### src/u712Pkg.sv
package u712Pkg;

    //////////////////////////////////////////////////
    // Bus geometry
    //////////////////////////////////////////////////

    localparam int addrWidth = 32;  // Full 68040 address bus
    localparam int dataWidth = 32;  // Long word data bus

    // A line transfer always moves four long words
    localparam int burstBeats = 4;

    //////////////////////////////////////////////////
    // Transfer size field
    //////////////////////////////////////////////////

    // Encoding of the two SIZ pins as the CPU drives them
    typedef enum logic [1:0] {
        sizeLong = 2'b00,   // Four bytes
        sizeByte = 2'b01,   // One byte
        sizeWord = 2'b10,   // Two bytes
        sizeLine = 2'b11    // Sixteen bytes, asks for a burst
    } sizeCode;

    //////////////////////////////////////////////////
    // Responder state machines
    //////////////////////////////////////////////////

    // Register space has a fixed wait and a single beat
    typedef enum logic [1:0] {
        regIdle,    // Waiting for register space
        regWait,    // Counting wait states
        regAck      // The one beat of the cycle
    } regState;

    // RAM space adds a beat phase and a one cycle recovery
    typedef enum logic [1:0] {
        ramIdle,    // Waiting for RAM space
        ramWait,    // Access latency before the first beat
        ramBeat,    // One beat per clock until the last
        ramDone     // Space is released here
    } ramState;

endpackage

### src/cycleDecode.sv
`timescale 1ns/10ps

module cycleDecode #(
    parameter logic [7:0] REG_BASE = 8'hDA
) (
    input  logic                          CLK40,
    input  logic                          nRESET,
    input  logic                          nTS,
    input  logic [u712Pkg::addrWidth-1:0] addr,
    input  logic                          rnW,
    input  u712Pkg::sizeCode              siz,
    input  logic [u712Pkg::dataWidth-1:0] writeData,
    input  logic                          regTa,
    input  logic                          ramDone,
    input  logic                          burstStop,
    output logic                          nRegSpace,
    output logic                          nRamSpace,
    output logic                          burstCycle,
    output logic [u712Pkg::addrWidth-1:0] cycleAddr,
    output logic                          cycleRnW,
    output logic [u712Pkg::dataWidth-1:0] cycleData
);
    import u712Pkg::*;

    localparam int RAM_WORDS = 64;
    // RAM space mirrors every RAM_WORDS long words
    localparam logic [addrWidth-1:0] ramAddrMask = addrWidth'(RAM_WORDS * 4 - 1);

    logic idle;        // No cycle in progress
    logic regHit;
    logic ramHit;
    logic burstLevel;  // Registered burst flag

    assign idle   = nRegSpace && nRamSpace;
    assign regHit = addr[addrWidth-1 -: 8] == REG_BASE;  // Top byte picks registers
    assign ramHit = addr[addrWidth-1 -: 4] == 4'h0;      // Lowest 256M is RAM

    // A DMA cut drops the burst in the beat itself so that beat is burst inhibited
    assign burstCycle = burstLevel && !burstStop;

    //////////////////////////////////////////////////
    // Space levels
    //////////////////////////////////////////////////

    always_ff @(posedge CLK40, negedge nRESET) begin
        if (!nRESET) begin
            nRegSpace  <= 1'b1;
            nRamSpace  <= 1'b1;
            burstLevel <= 1'b0;
        end else if (idle) begin
            if (!nTS) begin  // Unmapped cycles leave both spaces high
                nRegSpace  <= !regHit;
                nRamSpace  <= !ramHit;
                burstLevel <= ramHit && (siz == sizeLine);
            end
        end else begin
            if (regTa) begin
                nRegSpace <= 1'b1;  // Single beat, so the cycle is over
            end
            if (ramDone) begin
                nRamSpace  <= 1'b1;
                burstLevel <= 1'b0;
            end
        end
    end

    // The cycle payload is taken with the strobe and held for the responders
    always_ff @(posedge CLK40) begin
        if (idle && !nTS) begin
            cycleAddr <= ramHit ? (addr & ramAddrMask) : addr;
            cycleRnW  <= rnW;
            cycleData <= writeData;
        end
    end

    // Both responders would drive the bus at once
    spacesExclusive: assert property (@(posedge CLK40) disable iff (!nRESET)
        nRegSpace || nRamSpace);

    // The CPU started a new cycle before the last one was acknowledged
    strobeWhileBusy: assert property (@(posedge CLK40) disable iff (!nRESET)
        !nTS |-> idle)
        else $error("nTS asserted while a cycle is still open");

endmodule

### src/regResponder.sv
`timescale 1ns/10ps

module regResponder #(
    parameter int REG_WAIT = 2
) (
    input  logic                          CLK40,
    input  logic                          nRESET,
    input  logic                          nRegSpace,
    input  logic [u712Pkg::addrWidth-1:0] cycleAddr,
    input  logic                          cycleRnW,
    input  logic [u712Pkg::dataWidth-1:0] cycleData,
    output logic                          regTa,
    output logic [u712Pkg::dataWidth-1:0] regData
);
    import u712Pkg::*;

    // Wide enough to reach REG_WAIT plus one
    localparam int cntBits = $clog2(REG_WAIT + 2);

    regState              state;
    logic [cntBits-1:0]   waitCnt;
    logic [1:0]           regSel;        // Long word within the register block
    logic [dataWidth-1:0] regFile [4];

    assign regSel  = cycleAddr[3:2];
    assign regTa   = state == regAck;  // Exactly one clock per cycle
    assign regData = regFile[regSel];  // Valid throughout the ack cycle

    //////////////////////////////////////////////////
    // Wait state counter
    //////////////////////////////////////////////////

    // The space goes low on the strobe edge, so the first count lands one edge later
    always_ff @(posedge CLK40, negedge nRESET) begin
        if (!nRESET) begin
            state   <= regIdle;
            waitCnt <= '0;
        end else begin
            case (state)
                regIdle: begin
                    if (!nRegSpace) begin
                        waitCnt <= cntBits'(1);
                        state   <= (REG_WAIT == 0) ? regAck : regWait;
                    end
                end
                regWait: begin
                    if (waitCnt >= cntBits'(REG_WAIT)) begin
                        state <= regAck;
                    end else begin
                        waitCnt <= waitCnt + cntBits'(1);
                    end
                end
                regAck:  state <= regIdle;  // Decoder drops the space on this edge
                default: state <= regIdle;
            endcase
        end
    end

    // SIZ is ignored here, every register access moves a full long word
    always_ff @(posedge CLK40) begin
        if (regTa && !cycleRnW) begin
            regFile[regSel] <= cycleData;
        end
    end

    // An ack with no register cycle open would end someone else's transfer
    regTaInSpace: assert property (@(posedge CLK40) disable iff (!nRESET)
        regTa |-> !nRegSpace);

endmodule

### src/ramResponder.sv
`timescale 1ns/10ps

module ramResponder #(
    parameter int RAM_WAIT = 3
) (
    input  logic                          CLK40,
    input  logic                          nRESET,
    input  logic                          nRamSpace,
    input  logic                          burstCycle,
    input  logic [u712Pkg::addrWidth-1:0] cycleAddr,
    input  logic                          cycleRnW,
    input  logic [u712Pkg::dataWidth-1:0] cycleData,
    input  logic                          dmaReq,
    output logic                          ramTa,
    output logic                          ramDone,
    output logic                          burstStop,
    output logic [u712Pkg::dataWidth-1:0] ramData
);
    import u712Pkg::*;

    localparam int cntBits  = $clog2(RAM_WAIT + 2);
    localparam int wordBits = 6;                          // 64 long words, as decoded
    localparam logic [1:0] lastIdx = 2'(burstBeats - 1);  // Beat number of a full line end

    ramState              state;
    logic [cntBits-1:0]   waitCnt;
    logic [1:0]           beatCnt;     // Beats already given in this cycle
    logic                 isBurst;     // Burst flag taken when the cycle starts
    logic                 lastBeat;
    logic [1:0]           lineWord;    // Wrapping word inside the line
    logic [wordBits-1:0]  wordIdx;
    logic [2:0]           taCount;     // Acks seen in the open cycle
    logic [dataWidth-1:0] mem [2**wordBits];

    assign ramTa     = state == ramBeat;
    assign burstStop = ramTa && isBurst && dmaReq;  // DMA takes the bus after this beat
    assign lastBeat  = !isBurst || dmaReq || (beatCnt == lastIdx);
    assign ramDone   = ramTa && lastBeat;

    // Bits 3..2 plus the beat count wrap inside the 16 byte line, single cycles stay put
    assign lineWord = cycleAddr[3:2] + beatCnt;
    assign wordIdx  = {cycleAddr[wordBits+1:4], lineWord};
    assign ramData  = mem[wordIdx];

    //////////////////////////////////////////////////
    // Access sequencer
    //////////////////////////////////////////////////

    always_ff @(posedge CLK40, negedge nRESET) begin
        if (!nRESET) begin
            state   <= ramIdle;
            waitCnt <= '0;
            beatCnt <= '0;
            isBurst <= 1'b0;
        end else begin
            case (state)
                ramIdle: begin
                    if (!nRamSpace) begin
                        waitCnt <= cntBits'(1);
                        beatCnt <= '0;
                        isBurst <= burstCycle;  // Never cut yet at this point
                        state   <= (RAM_WAIT == 0) ? ramBeat : ramWait;
                    end
                end
                ramWait: begin
                    if (waitCnt >= cntBits'(RAM_WAIT)) begin
                        state <= ramBeat;
                    end else begin
                        waitCnt <= waitCnt + cntBits'(1);
                    end
                end
                ramBeat: begin
                    // The enum value shares its name with the ramDone port
                    if (lastBeat) begin
                        state <= u712Pkg::ramDone;
                    end else begin
                        beatCnt <= beatCnt + 2'd1;
                    end
                end
                u712Pkg::ramDone: state <= ramIdle;  // Space is already high here
                default:          state <= ramIdle;
            endcase
        end
    end

    // Each write beat stores the same latched long word
    always_ff @(posedge CLK40) begin
        if (ramTa && !cycleRnW) begin
            mem[wordIdx] <= cycleData;
        end
    end

    // Counts acks against the space held by the decoder
    always_ff @(posedge CLK40, negedge nRESET) begin
        if (!nRESET) begin
            taCount <= '0;
        end else if (nRamSpace) begin
            taCount <= '0;
        end else if (ramTa) begin
            taCount <= taCount + 3'd1;
        end
    end

    // A line is four beats at most, whatever the decoder does with the space
    beatLimit: assert property (@(posedge CLK40) disable iff (!nRESET)
        ramTa |-> taCount < 3'(burstBeats));

endmodule

### src/transferAck.sv
`timescale 1ns/10ps

module transferAck (
    input  logic CLK40,
    input  logic nRESET,
    input  logic regTa,
    input  logic ramTa,
    input  logic nRegSpace,
    input  logic nRamSpace,
    input  logic burstCycle,
    output logic nTA,
    output logic nTBI,
    output logic taEnable
);

    logic ta;       // Some responder has a beat ready
    logic taSpace;  // A cycle we own is open
    logic taCycle;  // Trailing drive after an ack

    //////////////////////////////////////////////////
    // Acknowledge lines
    //////////////////////////////////////////////////

    assign ta      = regTa || ramTa;
    assign taSpace = !nRegSpace || !nRamSpace;

    // The lines sit high whenever they are driven without a beat
    assign nTA = !ta;

    // Registers never burst, and RAM only bursts while the line is uncut
    assign nTBI = !(regTa || (ramTa && !burstCycle));

    // Unmapped cycles never enable the drivers, so the bus stays floating
    assign taEnable = taSpace || taCycle;

    // Hold the lines high one clock past the last ack so the next cycle can not end early
    always_ff @(posedge CLK40, negedge nRESET) begin
        if (!nRESET) begin
            taCycle <= 1'b0;
        end else begin
            taCycle <= ta && taSpace;
        end
    end

endmodule

### src/u712Top.sv
`timescale 1ns/10ps

module u712Top #(
    parameter logic [7:0] REG_BASE = 8'hDA,  // Top address byte of the registers
    parameter int         REG_WAIT = 2,
    parameter int         RAM_WAIT = 3
) (
    input  logic                          CLK40,
    input  logic                          nRESET,
    input  logic                          nTS,
    input  logic [u712Pkg::addrWidth-1:0] addr,
    input  logic                          rnW,
    input  u712Pkg::sizeCode              siz,
    input  logic [u712Pkg::dataWidth-1:0] writeData,
    input  logic                          dmaReq,
    output logic [u712Pkg::dataWidth-1:0] readData,
    output logic                          nTA,
    output logic                          nTBI,
    output logic                          taEnable
);
    import u712Pkg::*;

    logic                 nRegSpace;
    logic                 nRamSpace;
    logic                 burstCycle;
    logic [addrWidth-1:0] cycleAddr;
    logic                 cycleRnW;
    logic [dataWidth-1:0] cycleData;
    logic                 regTa;
    logic [dataWidth-1:0] regData;
    logic                 ramTa;
    logic                 ramDone;
    logic                 burstStop;
    logic [dataWidth-1:0] ramData;

    // Read data follows whichever space is open
    assign readData = !nRegSpace ? regData : ramData;

    cycleDecode #(
        .REG_BASE (REG_BASE)
    ) cycleDecode_inst (
        .CLK40, .nRESET, .nTS, .addr, .rnW, .siz, .writeData,
        .regTa, .ramDone, .burstStop,
        .nRegSpace, .nRamSpace, .burstCycle, .cycleAddr, .cycleRnW, .cycleData
    );

    regResponder #(
        .REG_WAIT (REG_WAIT)
    ) regResponder_inst (
        .CLK40, .nRESET, .nRegSpace, .cycleAddr, .cycleRnW, .cycleData,
        .regTa, .regData
    );

    ramResponder #(
        .RAM_WAIT (RAM_WAIT)
    ) ramResponder_inst (
        .CLK40, .nRESET, .nRamSpace, .burstCycle, .cycleAddr, .cycleRnW, .cycleData,
        .dmaReq, .ramTa, .ramDone, .burstStop, .ramData
    );

    transferAck transferAck_inst (
        .CLK40, .nRESET, .regTa, .ramTa, .nRegSpace, .nRamSpace, .burstCycle,
        .nTA, .nTBI, .taEnable
    );

endmodule

### config.mk
export PLATFORM = sky130hd
export DESIGN_NAME = u712Top
export DESIGN_NICKNAME = d
export VERILOG_FILES = /design/src/u712Pkg.sv /design/src/cycleDecode.sv /design/src/regResponder.sv /design/src/ramResponder.sv /design/src/transferAck.sv /design/src/u712Top.sv
export SDC_FILE = /design/constraint.sdc
export NUM_CORES = 2
export LEC_CHECK = 0
export ABC_AREA = 1
export BUFFER_PORTS_ARGS = -buffer_cell sky130_fd_sc_hd__buf_2
export CELL_PAD_IN_SITES_DETAIL_PLACEMENT = 1
export CELL_PAD_IN_SITES_GLOBAL_PLACEMENT = 2
export CORE_MARGIN = 4
export CORE_UTILIZATION = 30
export CTS_CLUSTER_SIZE = 8
export DETAILED_ROUTE_END_ITERATION = 10
export GPL_TIMING_DRIVEN = 0
export HOLD_SLACK_MARGIN = 0.03
export PLACE_DENSITY = 0.67
export SYNTH_ARGS = -nofsm -noshare
export SYNTH_HDL_FRONTEND = slang
export SYNTH_HIERARCHICAL = 1
export SYNTH_SLANG_ARGS = --single-unit
### constraint.sdc
create_clock -name CLK40 -period 4.94 [get_ports CLK40]
set_clock_uncertainty 0.1 [all_clocks]
set_input_delay 0.988 -clock CLK40 [delete_from_list [all_inputs] [get_ports CLK40]]
set_output_delay 0.988 -clock CLK40 [all_outputs]
set_load 0.05 [all_outputs]
After elaboration in Yosys (flattened, before gate mapping)
Memories as Yosys holds them, arrays and structs flattened. A register that Yosys moved wholly into a read port is not among the register bits.
Index checks and enable logic that the tools add are counted.
{ "op_classes": {"order_cmp": 2, "n_addsub": 4, "n_eq_ne": 17, "n_bitwise": 1, "n_reduce_logical": 44, "n_mux": 30} }
{ "op_table": {"columns": ["operator", "n"], "rows": [
  ["$mux W32", 1],
  ["$mux W2", 9],
  ["$ne A2 B2 Y1 const B", 7],
  ["$mux W1", 13],
  ["$pmux W2 S2", 3],
  ["$reduce_and A3 Y1", 4],
  ["$logic_and A1 B1 Y1", 11],
  ["$logic_not A1 Y1", 11],
  ["$eq A2 B2 Y1 const B", 5],
  ["$reduce_bool A2 Y1", 5],
  ["$eq A8 B8 Y1 const B", 1],
  ["$pmux W2 S4", 1],
  ["$reduce_and A2 Y1", 4],
  ["$logic_or A1 B1 Y1", 6],
  ["$mux W3", 2],
  ["$pmux W3 S2", 1],
  ["$add A2 B1 Y2 const B", 2],
  ["$eq A2 B1 Y1 const B", 2],
  ["$logic_not A2 Y1", 2],
  ["$logic_not A4 Y1", 1],
  ["$ne A2 B1 Y1 const B", 2],
  ["$add A3 B1 Y3 const B", 1],
  ["$ge A3 B2 Y1 const B", 1],
  ["$add A2 B2 Y2", 1],
  ["other kinds (2)", 2]
]} }
{ "word_totals": {"mem_bits_rw": 2176, "n_memories": 2, "register_bits": 57, "in_bits": 71, "wordCells": 113} }
{ "mem_list": {"columns": ["memory", "depth", "word_bits", "rd", "rd_ports_with_merged_regs", "write_ports", "line_no", "text"], "rows": [
  ["ramResponder_inst.mem", 64, 32, 1, 0, 1, "ramResponder.sv:33", "logic [dataWidth-1:0] mem [2**wordBits];"],
  ["regResponder_inst.regFile", 4, 32, 1, 1, 1, "regResponder.sv:23", "logic [dataWidth-1:0] regFile [4];"]
]} }

Longest topological paths before layout
{ "logic_depth": {"word_depth": 9, "depth_mapped": 17, "mapped_depth_nobuf": 15} }

Cells and area by module
Netlist, hierarchy kept.
{ "by_module_without_submodules": {"columns": ["mod", "cells_per_inst", "seq_area_each_um2", "area_each_um2", "instances"], "rows": [
  ["ramResponder", 7716, 61699.2, 85487.0, 1],
  ["regResponder", 337, 3943.8, 4848.4, 1],
  ["cycleDecode", 128, 2029.4, 2351.0, 1],
  ["u712Top", 104, 0.0, 491.7, 1],
  ["transferAck", 12, 25.0, 71.3, 1]
]} }

Worst setup path before layout
OpenSTA, ideal clock, no wires.
{ "synth_path": {"kind": "register to register", "from": "register cycleDecode_inst/cycleAddr[2] (netlist name)", "to": "memory ramResponder_inst.mem[10][0], enable pin", "arrival_time_ns": 3.065, "stages_incl_launch_ff": 10, "required_time_ns": 4.419, "path_buffers": 1, "setup_slack_ns": 1.354, "cell_sequence": "edfxtp_1 -> ha_1 -> inv_1 -> nand3_4 -> nand2_8 -> buf_6 -> nand2_2 -> inv_1 -> nand2_1 -> nor2_1"} }
{ "synth_via": {"elab_chain_len": 1} }
{ "synth_rtl": {"columns": ["item", "line_no", "text"], "rows": [
  ["start, declared", "cycleDecode.sv:19", "output logic [u712Pkg::addrWidth-1:0] cycleAddr,"],
  ["start signal, assigned", "cycleDecode.sv:70", "cycleAddr <= ramHit ? (addr & ramAddrMask) : addr;"],
  ["$add A2 B2 Y2", "ramResponder.sv:41", "assign lineWord = cycleAddr[3:2] + beatCnt;"],
  ["end, declared", "ramResponder.sv:33", null]
]} }
Every way passes these cells.

Final worst setup path
{ "layout_path": {"from": "register cycleDecode_inst/cycleAddr[2] (netlist name)", "to": "output readData[9] (netlist name)"} }
{ "layout_via": {"elab_chain_len": 3} }
{ "layout_rtl": {"columns": ["item", "line_no", "text"], "rows": [
  ["$add A2 B2 Y2", "ramResponder.sv:41", null],
  ["$mem_v2 Z64 W32", null, null],
  ["named net ramData[9]", "u712Top.sv:34", "logic [dataWidth-1:0] ramData;"],
  ["$mux W32", "u712Top.sv:37", "assign readData = !nRegSpace ? regData : ramData;"],
  ["end, declared", "u712Top.sv:16", "output logic [u712Pkg::dataWidth-1:0] readData,"]
]} }
The timed path passes the listed nets, and every way through them passes these cells.

==> tab_implementation.tex <==
\begin{tabular}{lr}
\hline
Metric & Value \\
\hline
\multicolumn{2}{l}{\textbf{Die}} \\
\quad Core outline area & 0.306 sq mm \\
\quad Floorplan row count & 203 \\
\quad Die Area & 0.317 sq mm \\
\quad Initial cell density of the core & 30.2\% \\
\quad Die Span Y & 563 um \\
\quad Horizontal extent of the die & 563 um \\
\quad I/O pin count & 106 \\
\multicolumn{2}{l}{\textbf{Global route}} \\
\quad Largest net degree at the start of global routing & 33 \\
\quad Remaining global-route overflow & 0 \\
\quad Number of global-route vias before repair & 67400 \\
\quad First-pass GRT wire length & 564000 um \\
\quad Initial antenna violation count & 30 \\
\quad Aggregate global-route resource usage & 25.9\% \\
\multicolumn{2}{l}{\textbf{STA}} \\
\quad Setup repair after global routing missed its margin & true \\
\quad Setup TNS after final layout & -2090 ps \\
\quad Final hold violations & 0 \\
\quad Min cycle time layout & 5150 ps \\
\quad Remaining max-slew budget at the tightest pin & 15.3\% \\
\quad Setup violators final & 27 \\
\quad Number of pins with negative max-slew slack in the final report & 0 \\
\quad Fin worst setup slack & -214 ps \\
\quad Achievable Freq & 194 MHz \\
\quad Measured slew at the worst slew-check pin & 1270 ps \\
\quad Final period util & 104\% \\
\multicolumn{2}{l}{\textbf{Drt}} \\
\quad Wire length reported by the detailed router & 423000 um \\
\quad Vias per std cell & 5.21 \\
\quad 1st-iter DRT viols & 7979 \\
\quad Initial DRT Pass Iterations & 6 \\
\quad Routed vias & 68400 \\
\quad Per-cell routed wire length & 32.2 um \\
\quad Final ANT Viol Nets & 0 \\
\quad Remaining design rule violation count & 0 \\
\multicolumn{2}{l}{\textbf{Synthesis}} \\
\quad Number of nets in the synthesized netlist & 8323 \\
\quad Synth warnings & 6 \\
\quad Instance count of the mapped netlist & 8243 \\
\quad Average cell area after synthesis & 11.2 sq um \\
\quad Netlist area before placement & 0.0923 sq mm \\
\multicolumn{2}{l}{\textbf{Pwr}} \\
\quad Maximum vdd drop & 0.391 mV \\
\quad Leakage power total & 45.6 nW \\
\quad Power Density & 550 mW/mm\^{}2 \\
\multicolumn{2}{l}{\textbf{Worst setup path}} \\
\quad Dominant cell type by count on the critical path & nand2\_4 \\
\quad Crit path max fanout & 7 \\
\quad Worst Path Class, Setup & flip-flop to output pin \\
\quad Endpoint class of the critical path & output pin \\
\quad Highest cell delay on the worst timing path & 420 ps \\
\quad Kind of cell with the highest combined delay on the critical path & simple AND/OR/NAND/NOR gates \\
\quad Buffer and inverter count on the worst path & 6 \\
\quad Critical Path Source Type & flip-flop \\
\quad Cells traversed along the worst timing path & ha\_4, buf\_12, buf\_8, buf\_16, buf\_16, buf\_12, mux2i\_1, nor2\_1, nor2\_2, nand2\_2, nand2\_4, nand2\_4, nor2\_4, nand2\_4, nand2\_4, nand2\_4, buf\_12 \\
\quad Arrival time of data at the critical path endpoint & 4070 ps \\
\quad Slowest stage cell on the critical path & edfxtp\_1 \\
\quad Worst path required time & 3850 ps \\
\multicolumn{2}{l}{\textbf{Layout}} \\
\quad Share of final-layout standard cells stronger than drive strength 1 & 19.1\% \\
\quad Total number of nets in the final design & 9045 \\
\quad Signed area change from the synthesized netlist to the final layout & 28.0\% \\
\quad Fraction of the core area covered by cells at the end of the flow & 38.6\% \\
\quad Final non-filler cell area & 0.118 sq mm \\
\multicolumn{2}{l}{\textbf{Clock tree}} \\
\quad Total clock sinks & 2231 \\
\quad Buffer levels on the longest clock path & 4 \\
\quad Cell at the root of the clock tree & clkbuf\_16 \\
\quad \# H-tree levels & 5 \\
\quad Clock buffer count from CTS & 323 \\
\quad Clock latency at the later pin of the worst-skew pair & 880 ps \\
\quad TritonCTS clock tree & built \\
\quad Clock input transition at the sequential cells of the worst setup and hold paths & 50 ps \\
\multicolumn{2}{l}{\textbf{Place}} \\
\quad Minimum setup slack after placement & -1410 ps \\
\quad Count of buffers from port buffering & 87 \\
\quad Placement-stage cell area & 0.104 sq mm \\
\quad Final Wtd Congestion & 0.963 \\
\quad HPWL reported at the end of detailed placement & 304000 um \\
\multicolumn{2}{l}{\textbf{Status}} \\
\quad Failing checks & negative setup slack \\
\quad Status & complete, but fails checks \\
\multicolumn{2}{l}{\textbf{Job}} \\
\quad Count of maximum capacitance violations & 0 \\
\multicolumn{2}{l}{\textbf{Hold path}} \\
\quad Worst hold-check path type & input pin to flip-flop \\
\hline
\end{tabular}
## area by class of cell
| type | instances | area, sq um |
|---|---|---|
| repair inverters | 1 | 11.3 |
| fillers | 32500 | 188000 |
| well taps | 4100 | 5130 |
| diodes | 11 | 27.5 |
| repair buffers | 396 | 7450 |
| multi-input cells | 5543 | 26000 |
| flip-flops and latches | 2231 | 66900 |
| clock inverters | 24 | 324 |
| clock buffers | 349 | 8200 |
| inverters | 45 | 203 |
| plain buffers | 424 | 3910 |
## registers in the layout (all words and copies together) (netlist names), 2 cells and up
name	cells
cycleDecode_inst/cycleAddr	6
cycleDecode_inst/cycleData	32
ramResponder_inst/beatCnt	2
ramResponder_inst/mem	2048
ramResponder_inst/state	2
ramResponder_inst/waitCnt	3
regResponder_inst/regFile	128
regResponder_inst/state	2
regResponder_inst/waitCnt	2
## per-stage QoR
stage,hold slack (ps),power [mW],std cells
finish,186,65.0,13100
global route,168,67.0,13100
CTS,139,63.9,13100
detailed placement,386,41.6,12700
global placement,378,40.2,12400
floorplan,355,31.3,8243
## layout by cell type (no fill, tap or decap), types with 5 or more instances in the layout
| master | n |
|---|---|
| buf_16 | 161 |
| o21ai_1 | 147 |
| clkbuf_2 | 52 |
| buf_6 | 85 |
| inv_1 | 37 |
| nand2_2 | 237 |
| o21ai_0 | 127 |
| buf_8 | 39 |
| a21boi_1 | 21 |
| o21ai_2 | 30 |
| diode_2 | 11 |
| nand2_4 | 131 |
| inv_2 | 6 |
| clkbuf_4 | 48 |
| clkbuf_16 | 337 |
| buf_12 | 123 |
| nand4_1 | 32 |
| dfrtp_1 | 12 |
| nor2_4 | 120 |
| buf_1 | 5 |
| a21boi_0 | 270 |
| mux2i_1 | 62 |
| nor3_2 | 8 |
| edfxtp_1 | 2215 |
| nand2_8 | 9 |
| clkinv_16 | 5 |
| nand2_1 | 4141 |
| clkbuf_8 | 22 |
| nor2_2 | 22 |
| nand3_1 | 37 |
| ha_1 | 8 |
| nor2_1 | 109 |
| clkbuf_1 | 58 |
| inv_6 | 8 |
| buf_4 | 109 |
| buf_2 | 127 |
## report_power, final
group	switching, mW	internal (mW)
registers	0.334	22.0
logic	16.2	6.88
clock network	8.03	11.6
total	24.6	40.5
## path summary, 6_finish.rpt
| check | from | to | slack, ps | depth (start not counted) |
|---|---|---|---|---|
| max in group asynchronous | nRESET | cycleDecode_inst/nRamSpace | 3930 | 2 |
| worst min register to register | regResponder_inst/state[1] | regResponder_inst/state[1] | 410 | 1 |
| worst max register to register | ramResponder_inst/state[0] | ramResponder_inst/mem[32][15] | 350 | 7 |
| min in group asynchronous | nRESET | transferAck_inst/taCycle | 480 | 2 |
| worst min-delay path | addr[6] | cycleDecode_inst/cycleAddr[6] | 190 | 1 |
| worst max-delay path | cycleDecode_inst/cycleAddr[2] | readData[9] | -210 | 17 |
## metal layers
metal  global-route usage [%]  wire length, um  vias up
met3                     5.03            34200      799
met1                     34.5           174000    35400
met5                        0               47        -
li1                         -                -    29100
met4                     13.3            25800        6
met2                     40.1           189000     3120
## repair_timing
item                                    in CTS  in global routing
endpoints found under the hold margin       14                  0
resized for setup                         1107                353
cloned                                      11                 10
setup buffers                               23                 21
hold buffers                                 1                  0
pin swaps                                   55                102
endpoints found under the setup margin     371                 32
Power figures use the tool's default switching activity.
